===== src/verilog/axil_bridge_pkg.sv =====
`default_nettype none

package axil_bridge_pkg;

  // Adaptor FSM states
  typedef enum logic [1:0]
  {
    e_wait       = 2'b00,
    e_read_resp  = 2'b01,
    e_write_resp = 2'b10
  } adaptor_state_e;

  // Host transfer size, encoded as log2 of the byte count
  typedef enum logic [1:0]
  {
    e_size_byte   = 2'b00,
    e_size_half   = 2'b01,
    e_size_word   = 2'b10,
    e_size_double = 2'b11
  } cmd_size_e;

  // AXI response codes, only OKAY is ever returned
  localparam logic [1:0] axi_resp_okay = 2'b00;

endpackage

`default_nettype wire


===== src/verilog/axil_client_adaptor.sv =====
`default_nettype none

module axil_client_adaptor
#(
  parameter int axil_data_width_p = 32,
  parameter int axil_addr_width_p = 32
)
(
  input  wire logic                               clk_i,
  input  wire logic                               reset_i,

  // Host command and response
  output logic                                    cmd_v_o,
  input  wire logic                               cmd_ready_i,
  output logic [axil_addr_width_p-1:0]            cmd_addr_o,
  output logic                                    cmd_wr_en_o,
  output axil_bridge_pkg::cmd_size_e              cmd_data_size_o,
  output logic [axil_data_width_p-1:0]            cmd_wdata_o,
  input  wire logic                               resp_v_i,
  output logic                                    resp_ready_o,
  input  wire logic [axil_data_width_p-1:0]       resp_rdata_i,

  // AXI4-Lite write address
  input  wire logic [axil_addr_width_p-1:0]       s_axil_awaddr_i,
  input  wire logic [2:0]                         s_axil_awprot_i,
  input  wire logic                               s_axil_awvalid_i,
  output logic                                    s_axil_awready_o,

  // AXI4-Lite write data
  input  wire logic [axil_data_width_p-1:0]       s_axil_wdata_i,
  input  wire logic [(axil_data_width_p>>3)-1:0]  s_axil_wstrb_i,
  input  wire logic                               s_axil_wvalid_i,
  output logic                                    s_axil_wready_o,

  // AXI4-Lite write response
  output logic [1:0]                              s_axil_bresp_o,
  output logic                                    s_axil_bvalid_o,
  input  wire logic                               s_axil_bready_i,

  // AXI4-Lite read address
  input  wire logic [axil_addr_width_p-1:0]       s_axil_araddr_i,
  input  wire logic [2:0]                         s_axil_arprot_i,
  input  wire logic                               s_axil_arvalid_i,
  output logic                                    s_axil_arready_o,

  // AXI4-Lite read data
  output logic [axil_data_width_p-1:0]            s_axil_rdata_o,
  output logic [1:0]                              s_axil_rresp_o,
  output logic                                    s_axil_rvalid_o,
  input  wire logic                               s_axil_rready_i
);

  localparam int strb_width_lp = axil_data_width_p >> 3;
  localparam int lsb_lp = $clog2(strb_width_lp);
  localparam axil_bridge_pkg::cmd_size_e size_full_lp = (axil_data_width_p == 64)
    ? axil_bridge_pkg::e_size_double : axil_bridge_pkg::e_size_word;

  axil_bridge_pkg::adaptor_state_e state_r;
  axil_bridge_pkg::adaptor_state_e state_n;
  axil_bridge_pkg::cmd_size_e      wr_size;

  if (axil_data_width_p != 32 && axil_data_width_p != 64)
  begin : g_width_check
    $fatal(1, "AXI4-Lite data width must be 32 or 64, got %0d", axil_data_width_p);
  end

  // Strobe to size, odd patterns fall back to a full-width write
  always_comb
  begin
    wr_size = size_full_lp;
    if (s_axil_wstrb_i == strb_width_lp'(1))
      wr_size = axil_bridge_pkg::e_size_byte;
    else if (s_axil_wstrb_i == strb_width_lp'(3))
      wr_size = axil_bridge_pkg::e_size_half;
    else if (s_axil_wstrb_i == strb_width_lp'(4'hF))
      wr_size = axil_bridge_pkg::e_size_word;
  end

  always_comb
  begin
    state_n          = state_r;
    cmd_v_o          = 1'b0;
    cmd_addr_o       = '0;
    cmd_wr_en_o      = 1'b0;
    cmd_data_size_o  = size_full_lp;
    cmd_wdata_o      = '0;
    resp_ready_o     = 1'b0;
    s_axil_awready_o = 1'b0;
    s_axil_wready_o  = 1'b0;
    s_axil_arready_o = 1'b0;
    s_axil_bresp_o   = axil_bridge_pkg::axi_resp_okay;
    s_axil_bvalid_o  = 1'b0;
    s_axil_rdata_o   = '0;
    s_axil_rresp_o   = axil_bridge_pkg::axi_resp_okay;
    s_axil_rvalid_o  = 1'b0;

    unique case (state_r)
      axil_bridge_pkg::e_wait:
      begin
        // Reads take priority over writes
        if (s_axil_arvalid_i)
        begin
          cmd_v_o          = 1'b1;
          cmd_addr_o       = {s_axil_araddr_i[axil_addr_width_p-1:lsb_lp], lsb_lp'(0)};
          s_axil_arready_o = cmd_ready_i;
          if (cmd_ready_i)
            state_n = axil_bridge_pkg::e_read_resp;
        end
        else if (s_axil_awvalid_i && s_axil_wvalid_i)
        begin
          cmd_v_o          = 1'b1;
          cmd_addr_o       = s_axil_awaddr_i;
          cmd_wr_en_o      = 1'b1;
          cmd_data_size_o  = wr_size;
          cmd_wdata_o      = s_axil_wdata_i;
          s_axil_awready_o = cmd_ready_i;
          s_axil_wready_o  = cmd_ready_i;
          if (cmd_ready_i)
            state_n = axil_bridge_pkg::e_write_resp;
        end
      end

      axil_bridge_pkg::e_read_resp:
      begin
        s_axil_rdata_o  = resp_rdata_i;
        s_axil_rvalid_o = resp_v_i;
        resp_ready_o    = s_axil_rready_i;
        if (resp_v_i && s_axil_rready_i)
          state_n = axil_bridge_pkg::e_wait;
      end

      axil_bridge_pkg::e_write_resp:
      begin
        s_axil_bvalid_o = resp_v_i;
        resp_ready_o    = s_axil_bready_i;
        if (resp_v_i && s_axil_bready_i)
          state_n = axil_bridge_pkg::e_wait;
      end

      default: state_n = axil_bridge_pkg::e_wait;
    endcase
  end

  always_ff @(posedge clk_i)
  begin
    if (reset_i)
      state_r <= axil_bridge_pkg::e_wait;
    else
      state_r <= state_n;
  end

endmodule

`default_nettype wire


===== src/verilog/axil_mem_top.sv =====
`default_nettype none

module axil_mem_top
#(
  parameter int axil_data_width_p = 32,
  parameter int axil_addr_width_p = 32,
  parameter int mem_words_p       = 64,
  parameter int resp_latency_p    = 3
)
(
  input  wire logic                               clk_i,
  input  wire logic                               reset_i,

  input  wire logic [axil_addr_width_p-1:0]       s_axil_awaddr_i,
  input  wire logic [2:0]                         s_axil_awprot_i,
  input  wire logic                               s_axil_awvalid_i,
  output logic                                    s_axil_awready_o,

  input  wire logic [axil_data_width_p-1:0]       s_axil_wdata_i,
  input  wire logic [(axil_data_width_p>>3)-1:0]  s_axil_wstrb_i,
  input  wire logic                               s_axil_wvalid_i,
  output logic                                    s_axil_wready_o,

  output logic [1:0]                              s_axil_bresp_o,
  output logic                                    s_axil_bvalid_o,
  input  wire logic                               s_axil_bready_i,

  input  wire logic [axil_addr_width_p-1:0]       s_axil_araddr_i,
  input  wire logic [2:0]                         s_axil_arprot_i,
  input  wire logic                               s_axil_arvalid_i,
  output logic                                    s_axil_arready_o,

  output logic [axil_data_width_p-1:0]            s_axil_rdata_o,
  output logic [1:0]                              s_axil_rresp_o,
  output logic                                    s_axil_rvalid_o,
  input  wire logic                               s_axil_rready_i
);

  logic                          cmd_v;
  logic                          cmd_ready;
  logic [axil_addr_width_p-1:0]  cmd_addr;
  logic                          cmd_wr_en;
  axil_bridge_pkg::cmd_size_e    cmd_data_size;
  logic [axil_data_width_p-1:0]  cmd_wdata;
  logic                          resp_v;
  logic                          resp_ready;
  logic [axil_data_width_p-1:0]  resp_rdata;
  logic                          accept;
  logic                          expired;
  logic                          resp_fire;

  // The response handshake also rearms the timer
  assign resp_fire = resp_v & resp_ready;

  axil_client_adaptor
  #(
    .axil_data_width_p(axil_data_width_p),
    .axil_addr_width_p(axil_addr_width_p)
  )
  adaptor_i
  (
    .clk_i            (clk_i),
    .reset_i          (reset_i),
    .cmd_v_o          (cmd_v),
    .cmd_ready_i      (cmd_ready),
    .cmd_addr_o       (cmd_addr),
    .cmd_wr_en_o      (cmd_wr_en),
    .cmd_data_size_o  (cmd_data_size),
    .cmd_wdata_o      (cmd_wdata),
    .resp_v_i         (resp_v),
    .resp_ready_o     (resp_ready),
    .resp_rdata_i     (resp_rdata),
    .s_axil_awaddr_i  (s_axil_awaddr_i),
    .s_axil_awprot_i  (s_axil_awprot_i),
    .s_axil_awvalid_i (s_axil_awvalid_i),
    .s_axil_awready_o (s_axil_awready_o),
    .s_axil_wdata_i   (s_axil_wdata_i),
    .s_axil_wstrb_i   (s_axil_wstrb_i),
    .s_axil_wvalid_i  (s_axil_wvalid_i),
    .s_axil_wready_o  (s_axil_wready_o),
    .s_axil_bresp_o   (s_axil_bresp_o),
    .s_axil_bvalid_o  (s_axil_bvalid_o),
    .s_axil_bready_i  (s_axil_bready_i),
    .s_axil_araddr_i  (s_axil_araddr_i),
    .s_axil_arprot_i  (s_axil_arprot_i),
    .s_axil_arvalid_i (s_axil_arvalid_i),
    .s_axil_arready_o (s_axil_arready_o),
    .s_axil_rdata_o   (s_axil_rdata_o),
    .s_axil_rresp_o   (s_axil_rresp_o),
    .s_axil_rvalid_o  (s_axil_rvalid_o),
    .s_axil_rready_i  (s_axil_rready_i)
  );

  host_mem
  #(
    .axil_data_width_p(axil_data_width_p),
    .axil_addr_width_p(axil_addr_width_p),
    .mem_words_p      (mem_words_p)
  )
  mem_i
  (
    .clk_i           (clk_i),
    .reset_i         (reset_i),
    .cmd_v_i         (cmd_v),
    .cmd_ready_o     (cmd_ready),
    .cmd_addr_i      (cmd_addr),
    .cmd_wr_en_i     (cmd_wr_en),
    .cmd_data_size_i (cmd_data_size),
    .cmd_wdata_i     (cmd_wdata),
    .accept_o        (accept),
    .expired_i       (expired),
    .resp_v_o        (resp_v),
    .resp_ready_i    (resp_ready),
    .resp_rdata_o    (resp_rdata)
  );

  resp_delay_timer
  #(
    .resp_latency_p(resp_latency_p)
  )
  timer_i
  (
    .clk_i     (clk_i),
    .reset_i   (reset_i),
    .start_i   (accept),
    .clear_i   (resp_fire),
    .expired_o (expired)
  );

endmodule

`default_nettype wire


===== src/verilog/host_mem.sv =====
`default_nettype none

module host_mem
#(
  parameter int axil_data_width_p = 32,
  parameter int axil_addr_width_p = 32,
  parameter int mem_words_p       = 64
)
(
  input  wire logic                          clk_i,
  input  wire logic                          reset_i,

  input  wire logic                          cmd_v_i,
  output logic                               cmd_ready_o,
  input  wire logic [axil_addr_width_p-1:0]  cmd_addr_i,
  input  wire logic                          cmd_wr_en_i,
  input  wire axil_bridge_pkg::cmd_size_e    cmd_data_size_i,
  input  wire logic [axil_data_width_p-1:0]  cmd_wdata_i,
  output logic                               accept_o,

  input  wire logic                          expired_i,
  output logic                               resp_v_o,
  input  wire logic                          resp_ready_i,
  output logic [axil_data_width_p-1:0]       resp_rdata_o
);

  localparam int bytes_lp     = axil_data_width_p >> 3;
  localparam int lsb_lp       = $clog2(bytes_lp);
  localparam int idx_width_lp = (mem_words_p > 1) ? $clog2(mem_words_p) : 1;

  logic [axil_data_width_p-1:0] mem_r [mem_words_p];
  logic [axil_data_width_p-1:0] rdata_r;
  logic [idx_width_lp-1:0]      word_idx;
  logic [bytes_lp-1:0]          byte_mask;
  logic                         pending_r;
  logic                         accept_r;
  logic                         cmd_fire;
  logic                         resp_fire;

  assign cmd_ready_o  = ~pending_r;
  assign cmd_fire     = cmd_v_i & cmd_ready_o;
  assign resp_v_o     = pending_r & expired_i;
  assign resp_fire    = resp_v_o & resp_ready_i;
  assign resp_rdata_o = rdata_r;
  assign accept_o     = accept_r;

  // Byte offset dropped, index wraps at the memory depth
  assign word_idx = idx_width_lp'((cmd_addr_i >> lsb_lp) % mem_words_p);

  // Low bytes touched by each write size
  always_comb
  begin
    unique case (cmd_data_size_i)
      axil_bridge_pkg::e_size_byte: byte_mask = bytes_lp'(1);
      axil_bridge_pkg::e_size_half: byte_mask = bytes_lp'(3);
      axil_bridge_pkg::e_size_word: byte_mask = bytes_lp'(4'hF);
      default:                      byte_mask = '1;
    endcase
  end

  always_ff @(posedge clk_i)
  begin
    if (cmd_fire && cmd_wr_en_i)
    begin
      for (int i = 0; i < bytes_lp; i++)
      begin
        if (byte_mask[i])
          mem_r[word_idx][8*i +: 8] <= cmd_wdata_i[8*i +: 8];
      end
    end
    if (cmd_fire && !cmd_wr_en_i)
      rdata_r <= mem_r[word_idx];
  end

  // One command in flight until its response is taken
  always_ff @(posedge clk_i)
  begin
    if (reset_i)
    begin
      pending_r <= 1'b0;
      accept_r  <= 1'b0;
    end
    else
    begin
      accept_r <= cmd_fire;
      if (cmd_fire)
        pending_r <= 1'b1;
      else if (resp_fire)
        pending_r <= 1'b0;
    end
  end

endmodule

`default_nettype wire


===== src/verilog/resp_delay_timer.sv =====
`default_nettype none

module resp_delay_timer
#(
  parameter int resp_latency_p = 3
)
(
  input  wire logic clk_i,
  input  wire logic reset_i,
  input  wire logic start_i,
  input  wire logic clear_i,
  output logic      expired_o
);

  localparam int cnt_width_lp = $clog2(resp_latency_p) + 1;

  logic [cnt_width_lp-1:0] cnt_r;
  logic                    expired_r;

  assign expired_o = expired_r;

  // Start arrives one cycle after the accepting edge, so load latency-1
  always_ff @(posedge clk_i)
  begin
    if (reset_i || clear_i)
    begin
      cnt_r     <= '0;
      expired_r <= 1'b0;
    end
    else if (start_i)
    begin
      cnt_r     <= cnt_width_lp'(resp_latency_p - 1);
      expired_r <= (resp_latency_p == 1);
    end
    else if (cnt_r != '0)
    begin
      cnt_r <= cnt_r - 1'b1;
      if (cnt_r == cnt_width_lp'(1))
        expired_r <= 1'b1;
    end
  end

endmodule

`default_nettype wire

===== config.mk =====
export PLATFORM = sky130hd
export DESIGN_NAME = axil_mem_top
export DESIGN_NICKNAME = d
export VERILOG_FILES = /design/src/verilog/axil_bridge_pkg.sv /design/src/verilog/axil_client_adaptor.sv /design/src/verilog/axil_mem_top.sv /design/src/verilog/host_mem.sv /design/src/verilog/resp_delay_timer.sv
export SDC_FILE = /design/constraint.sdc
export NUM_CORES = 2
export LEC_CHECK = 0
export ABC_AREA = 1
export BUFFER_PORTS_ARGS = -buffer_cell sky130_fd_sc_hd__buf_2
export CORE_MARGIN = 4
export CORE_UTILIZATION = 48
export DETAILED_ROUTE_END_ITERATION = 16
export PLACE_DENSITY = 0.64
export SETUP_SLACK_MARGIN = 0.4
export SLEW_MARGIN = 40
export SYNTH_ARGS = -nofsm -noshare
export SYNTH_HDL_FRONTEND = slang
export SYNTH_SLANG_ARGS = --single-unit

===== constraint.sdc =====
create_clock -name clk_i -period 7.88 [get_ports clk_i]
set_clock_uncertainty 0.05 [all_clocks]
set_input_delay 0.788 -clock clk_i [delete_from_list [all_inputs] [get_ports clk_i]]
set_output_delay 0.788 -clock clk_i [all_outputs]
set_load 0.005 [all_outputs]

==> metrics.txt <==
# TYPE chip_impl_metric gauge
chip_impl_metric{name="tritoncts_num_sinks",unit=""} 2088
chip_impl_metric{name="dp_hpwl",unit="um"} 131000
chip_impl_info{name="rsz0062_at_grt",value="no"} 1
chip_impl_metric{name="place_inst",unit=""} 10969
chip_impl_info{name="hp-class",value="primary input to flip-flop"} 1
chip_impl_metric{name="grt.overflow.total",unit=""} 0
chip_impl_metric{name="dr.first_iter.drc_count",unit=""} 5968
chip_impl_metric{name="dr.pass1.iters",unit=""} 6
chip_impl_metric{name="crit_path_max_fanout",unit=""} 73
chip_impl_metric{name="tot_gr_track_use",unit="%"} 24.5
chip_impl_metric{name="power.share.switching",unit="%"} 30.1
chip_impl_info{name="status",value="complete, no violations"} 1
chip_impl_metric{name="fin_crit_sh",unit="%"} 68.1
chip_impl_metric{name="grt_max_degree",unit=""} 197
chip_impl_info{name="worstPathCellList",value="inv_1, ha_1, nand2_1, inv_2, nand2_1, nand2_8, nor2_4, nand3_2, buf_4, nor3_2, buf_4"} 1
chip_impl_metric{name="wire_per_inst",unit="um"} 21.0
chip_impl_metric{name="synth_edf_count",unit=""} 2080
chip_impl_metric{name="netlist-cell-type-count",unit=""} 32
chip_impl_metric{name="ys.warnings.count",unit=""} 0
chip_impl_metric{name="p_clk_share",unit="%"} 35.2
chip_impl_info{name="worst_setup_end_kind",value="flip-flop"} 1
chip_impl_metric{name="design.core.area",unit="sq um"} 183000
chip_impl_metric{name="drt.antenna.violating_nets",unit=""} 0
chip_impl_metric{name="setup_viol_count_final",unit=""} 0
chip_impl_metric{name="seq_power_share",unit="%"} 44.9
chip_impl_info{name="critical_path.slowest_cell",value="nand3_2"} 1
chip_impl_metric{name="via_count",unit=""} 59516
chip_impl_metric{name="synth.ff_latch_count",unit=""} 2088
chip_impl_metric{name="number_of_port_buffers",unit=""} 91
chip_impl_metric{name="grt_pass1_vias",unit=""} 56209
chip_impl_metric{name="finalHoldViolations",unit=""} 0
chip_impl_metric{name="shortest_period_the_worst_path_allows",unit="ns"} 5.37
chip_impl_info{name="cts_tree",value="done"} 1
chip_impl_metric{name="rows",unit=""} 157
chip_impl_metric{name="worst_ep_arrival_time",unit="ns"} 5.85
chip_impl_metric{name="cts_resized",unit=""} 0
chip_impl_metric{name="finish.utilization",unit="%"} 54.3
chip_impl_metric{name="synth_top_cell_area_share",unit="%"} 70.5
chip_impl_metric{name="ioPinCount",unit=""} 154
chip_impl_metric{name="chipWidth",unit="um"} 438
chip_impl_metric{name="floorplan.die_area",unit="sq um"} 192000
chip_impl_metric{name="net_switching_power_figure",unit="mW"} 8.32
chip_impl_metric{name="yosysSeqAreaShare",unit="%"} 70.7
chip_impl_metric{name="fmaxAchievable",unit="GHz"} 0.186
chip_impl_metric{name="num-fill-cells",unit=""} 15485
chip_impl_metric{name="cts_inserted_buffers",unit=""} 206
chip_impl_info{name="critical_path.startpoint_type",value="flip-flop"} 1
chip_impl_metric{name="htreeDepth",unit=""} 4
chip_impl_metric{name="power.combinational.fraction",unit="%"} 19.8
chip_impl_metric{name="critical-path-max-stage-delay",unit="ns"} 0.84
chip_impl_metric{name="grt_antenna_before_repair",unit=""} 4
chip_impl_metric{name="finalWorstSetupSlack",unit="ns"} 2.51
chip_impl_metric{name="initial_utilization",unit="%"} 48.4
chip_impl_metric{name="layout.cells.non_filler",unit=""} 11355
chip_impl_metric{name="whs",unit="ns"} 0.109
chip_impl_info{name="combinational_family_with_the_most_area_after_synthesis",value="simple AND/OR/NAND/NOR gates"} 1
chip_impl_metric{name="dpl_cell_area",unit="sq um"} 92700
chip_impl_metric{name="drc",unit=""} 0
chip_impl_metric{name="critical_path_required",unit="ns"} 8.37
chip_impl_metric{name="synth_fa_ha_area_share",unit="%"} 0.0706
chip_impl_metric{name="gpl.final_weighted_congestion",unit=""} 0.812
chip_impl_metric{name="maxCapViolCount",unit=""} 0
chip_impl_metric{name="synth-async-reset-ratio",unit="%"} 0
chip_impl_metric{name="clock_transition_at_path_regs",unit="ns"} 0.06
chip_impl_info{name="netlist_top_cells_area",value="edfxtp_1, nand2_1, buf_2"} 1
chip_impl_metric{name="yosys.area_share.xor_xnor",unit="%"} 0
chip_impl_info{name="synth.most_common_cell",value="nand2_1"} 1
chip_impl_info{name="synth_commonest_cells",value="nand2_1, edfxtp_1, inv_1, nor2_1, clkbuf_1"} 1
chip_impl_metric{name="synth-simple-area-share",unit="%"} 25.0
chip_impl_info{name="netlist.top_cell.by_area",value="edfxtp_1"} 1
chip_impl_metric{name="synth_compound_gate_area_share",unit="%"} 0.793
chip_impl_metric{name="pre_cts_ws",unit="ns"} 2.47
chip_impl_info{name="synth_ff_type",value="edfxtp_1"} 1
chip_impl_metric{name="max-vdd-ir-drop",unit="mV"} 0.229
chip_impl_metric{name="hold_buffers",unit=""} 0
chip_impl_metric{name="slew_violations",unit=""} 0
chip_impl_metric{name="post_synth_instance_area",unit="sq um"} 88600
chip_impl_metric{name="power.internal",unit="mW"} 19.3
chip_impl_metric{name="slew_headroom",unit="%"} 36.6
chip_impl_metric{name="leakage_power_figure",unit="nW"} 41.2
chip_impl_metric{name="post-cts-setup-buffers",unit=""} 0
chip_impl_metric{name="route.final.wire_length",unit="um"} 238000
chip_impl_metric{name="power-per-cell-area",unit="nW/um^2"} 278
chip_impl_metric{name="muxShareOfSynthArea",unit="%"} 0.0113
chip_impl_metric{name="p_total",unit="mW"} 27.6
chip_impl_info{name="criticalPathCategory",value="flip-flop to flip-flop"} 1
chip_impl_metric{name="number_of_cells_produced_by_synthesis",unit=""} 8708
chip_impl_metric{name="transition_time_at_the_pin_with_the_least_slew_margin",unit="ns"} 0.950
chip_impl_metric{name="number_of_nets_in_the_layout",unit=""} 8839
chip_impl_metric{name="maximum_root_to_sink_buffer_count",unit=""} 3
chip_impl_metric{name="post_route_cells_drive_above_1_share",unit="%"} 8.82
chip_impl_metric{name="clock_latency",unit="ns"} 0.84
chip_impl_metric{name="synth_area_per_cell",unit="sq um"} 10.2
chip_impl_metric{name="post_detailed_route_via_to_cell_ratio",unit=""} 5.24
chip_impl_metric{name="finish.instance_area",unit="sq um"} 99600
chip_impl_info{name="cts_root_buf",value="clkbuf_16"} 1
chip_impl_metric{name="first_pass_grt_wire_length",unit="um"} 354000
chip_impl_metric{name="final.setup.tns",unit="ns"} 0
chip_impl_metric{name="die_height",unit="um"} 438
chip_impl_metric{name="area_delta_synth_final",unit="%"} 12.3
cell type report:
cell class / count / area [sq um] / share of cell area [%]
repair buffers: 276 / 2250 / 2.26
diodes: 2 / 5.00 / 0.00503
clock buffers: 252 / 5410 / 5.44
multi-input cells: 5914 / 24100 / 24.2
inverters: 235 / 888 / 0.892
well taps: 2464 / 3080 / 3.10
clock inverters: 124 / 1240 / 1.25
flip-flops and latches: 2088 / 62600 / 62.9
per-layer routing:
metal	wire (um)	GRT usage, %
met1	98100	33.8
met2	112000	39.7
met3	18800	3.67
met4	9150	9.38
met5	13	0
layout by cell type, fill, tap and decap left out, drive strengths merged, types with 38 or more instances in the layout:
cell and count:
o21ai 38, inv 240, buf 276, clkbuf 252, a21oi 64, nor3 133, nand2 5229, clkinv 92
nand3 185, edfxtp 2080, nor2 224
state kept, by name, summed over array words and instances (netlist names):
signal and count:
mem_i.accept_o 1, adaptor_i.state_r 2, timer_i.expired_o 1, mem_i.resp_rdata_o 32
mem_i.pending_r 1, mem_i.mem_r 2048, timer_i.cnt_r 3
worst paths after layout:
path	from	end	slack [ns]	cells past startpoint
worst max-delay path	adaptor_i.state_r[0]	mem_i.mem_r[24][19]	2.51	11
worst min-delay path	reset_i	mem_i.accept_o	0.11	2
worst max register to register	adaptor_i.state_r[0]	mem_i.mem_r[24][19]	2.51	11
worst min register to register	timer_i.expired_o	timer_i.expired_o	0.44	2
worst max-delay path, delay by kind of cell, from the launching register on:
kind,cells,cell delay (ns)
buffers and inverters,4,1.11
flip-flops,1,0.35
AND/OR/NAND/NOR,6,3.09
adder cells (fa/ha/maj),1,0.39
power groups by stage:
stage	clock [mW]	combinational [mW]	sequential [mW]
2_1_floorplan	0	3.53	12.6
3_3_place_gp	0	5.33	12.7
3_5_place_dp	0	5.41	12.7
4_1_cts	9.86	5.44	12.4
5_1_grt	10.3	6.07	12.4
6_report	9.74	5.48	12.4
logic make-up after synthesis:
kind of cell	Yosys count
and+or+nand+nor	5780
DFF	2088
buffers and inverters	709
AOI/OAI and AO/OA	124
adders and majority gates	5
muxes	1
other	1
(Power assumes the default switching activity.)
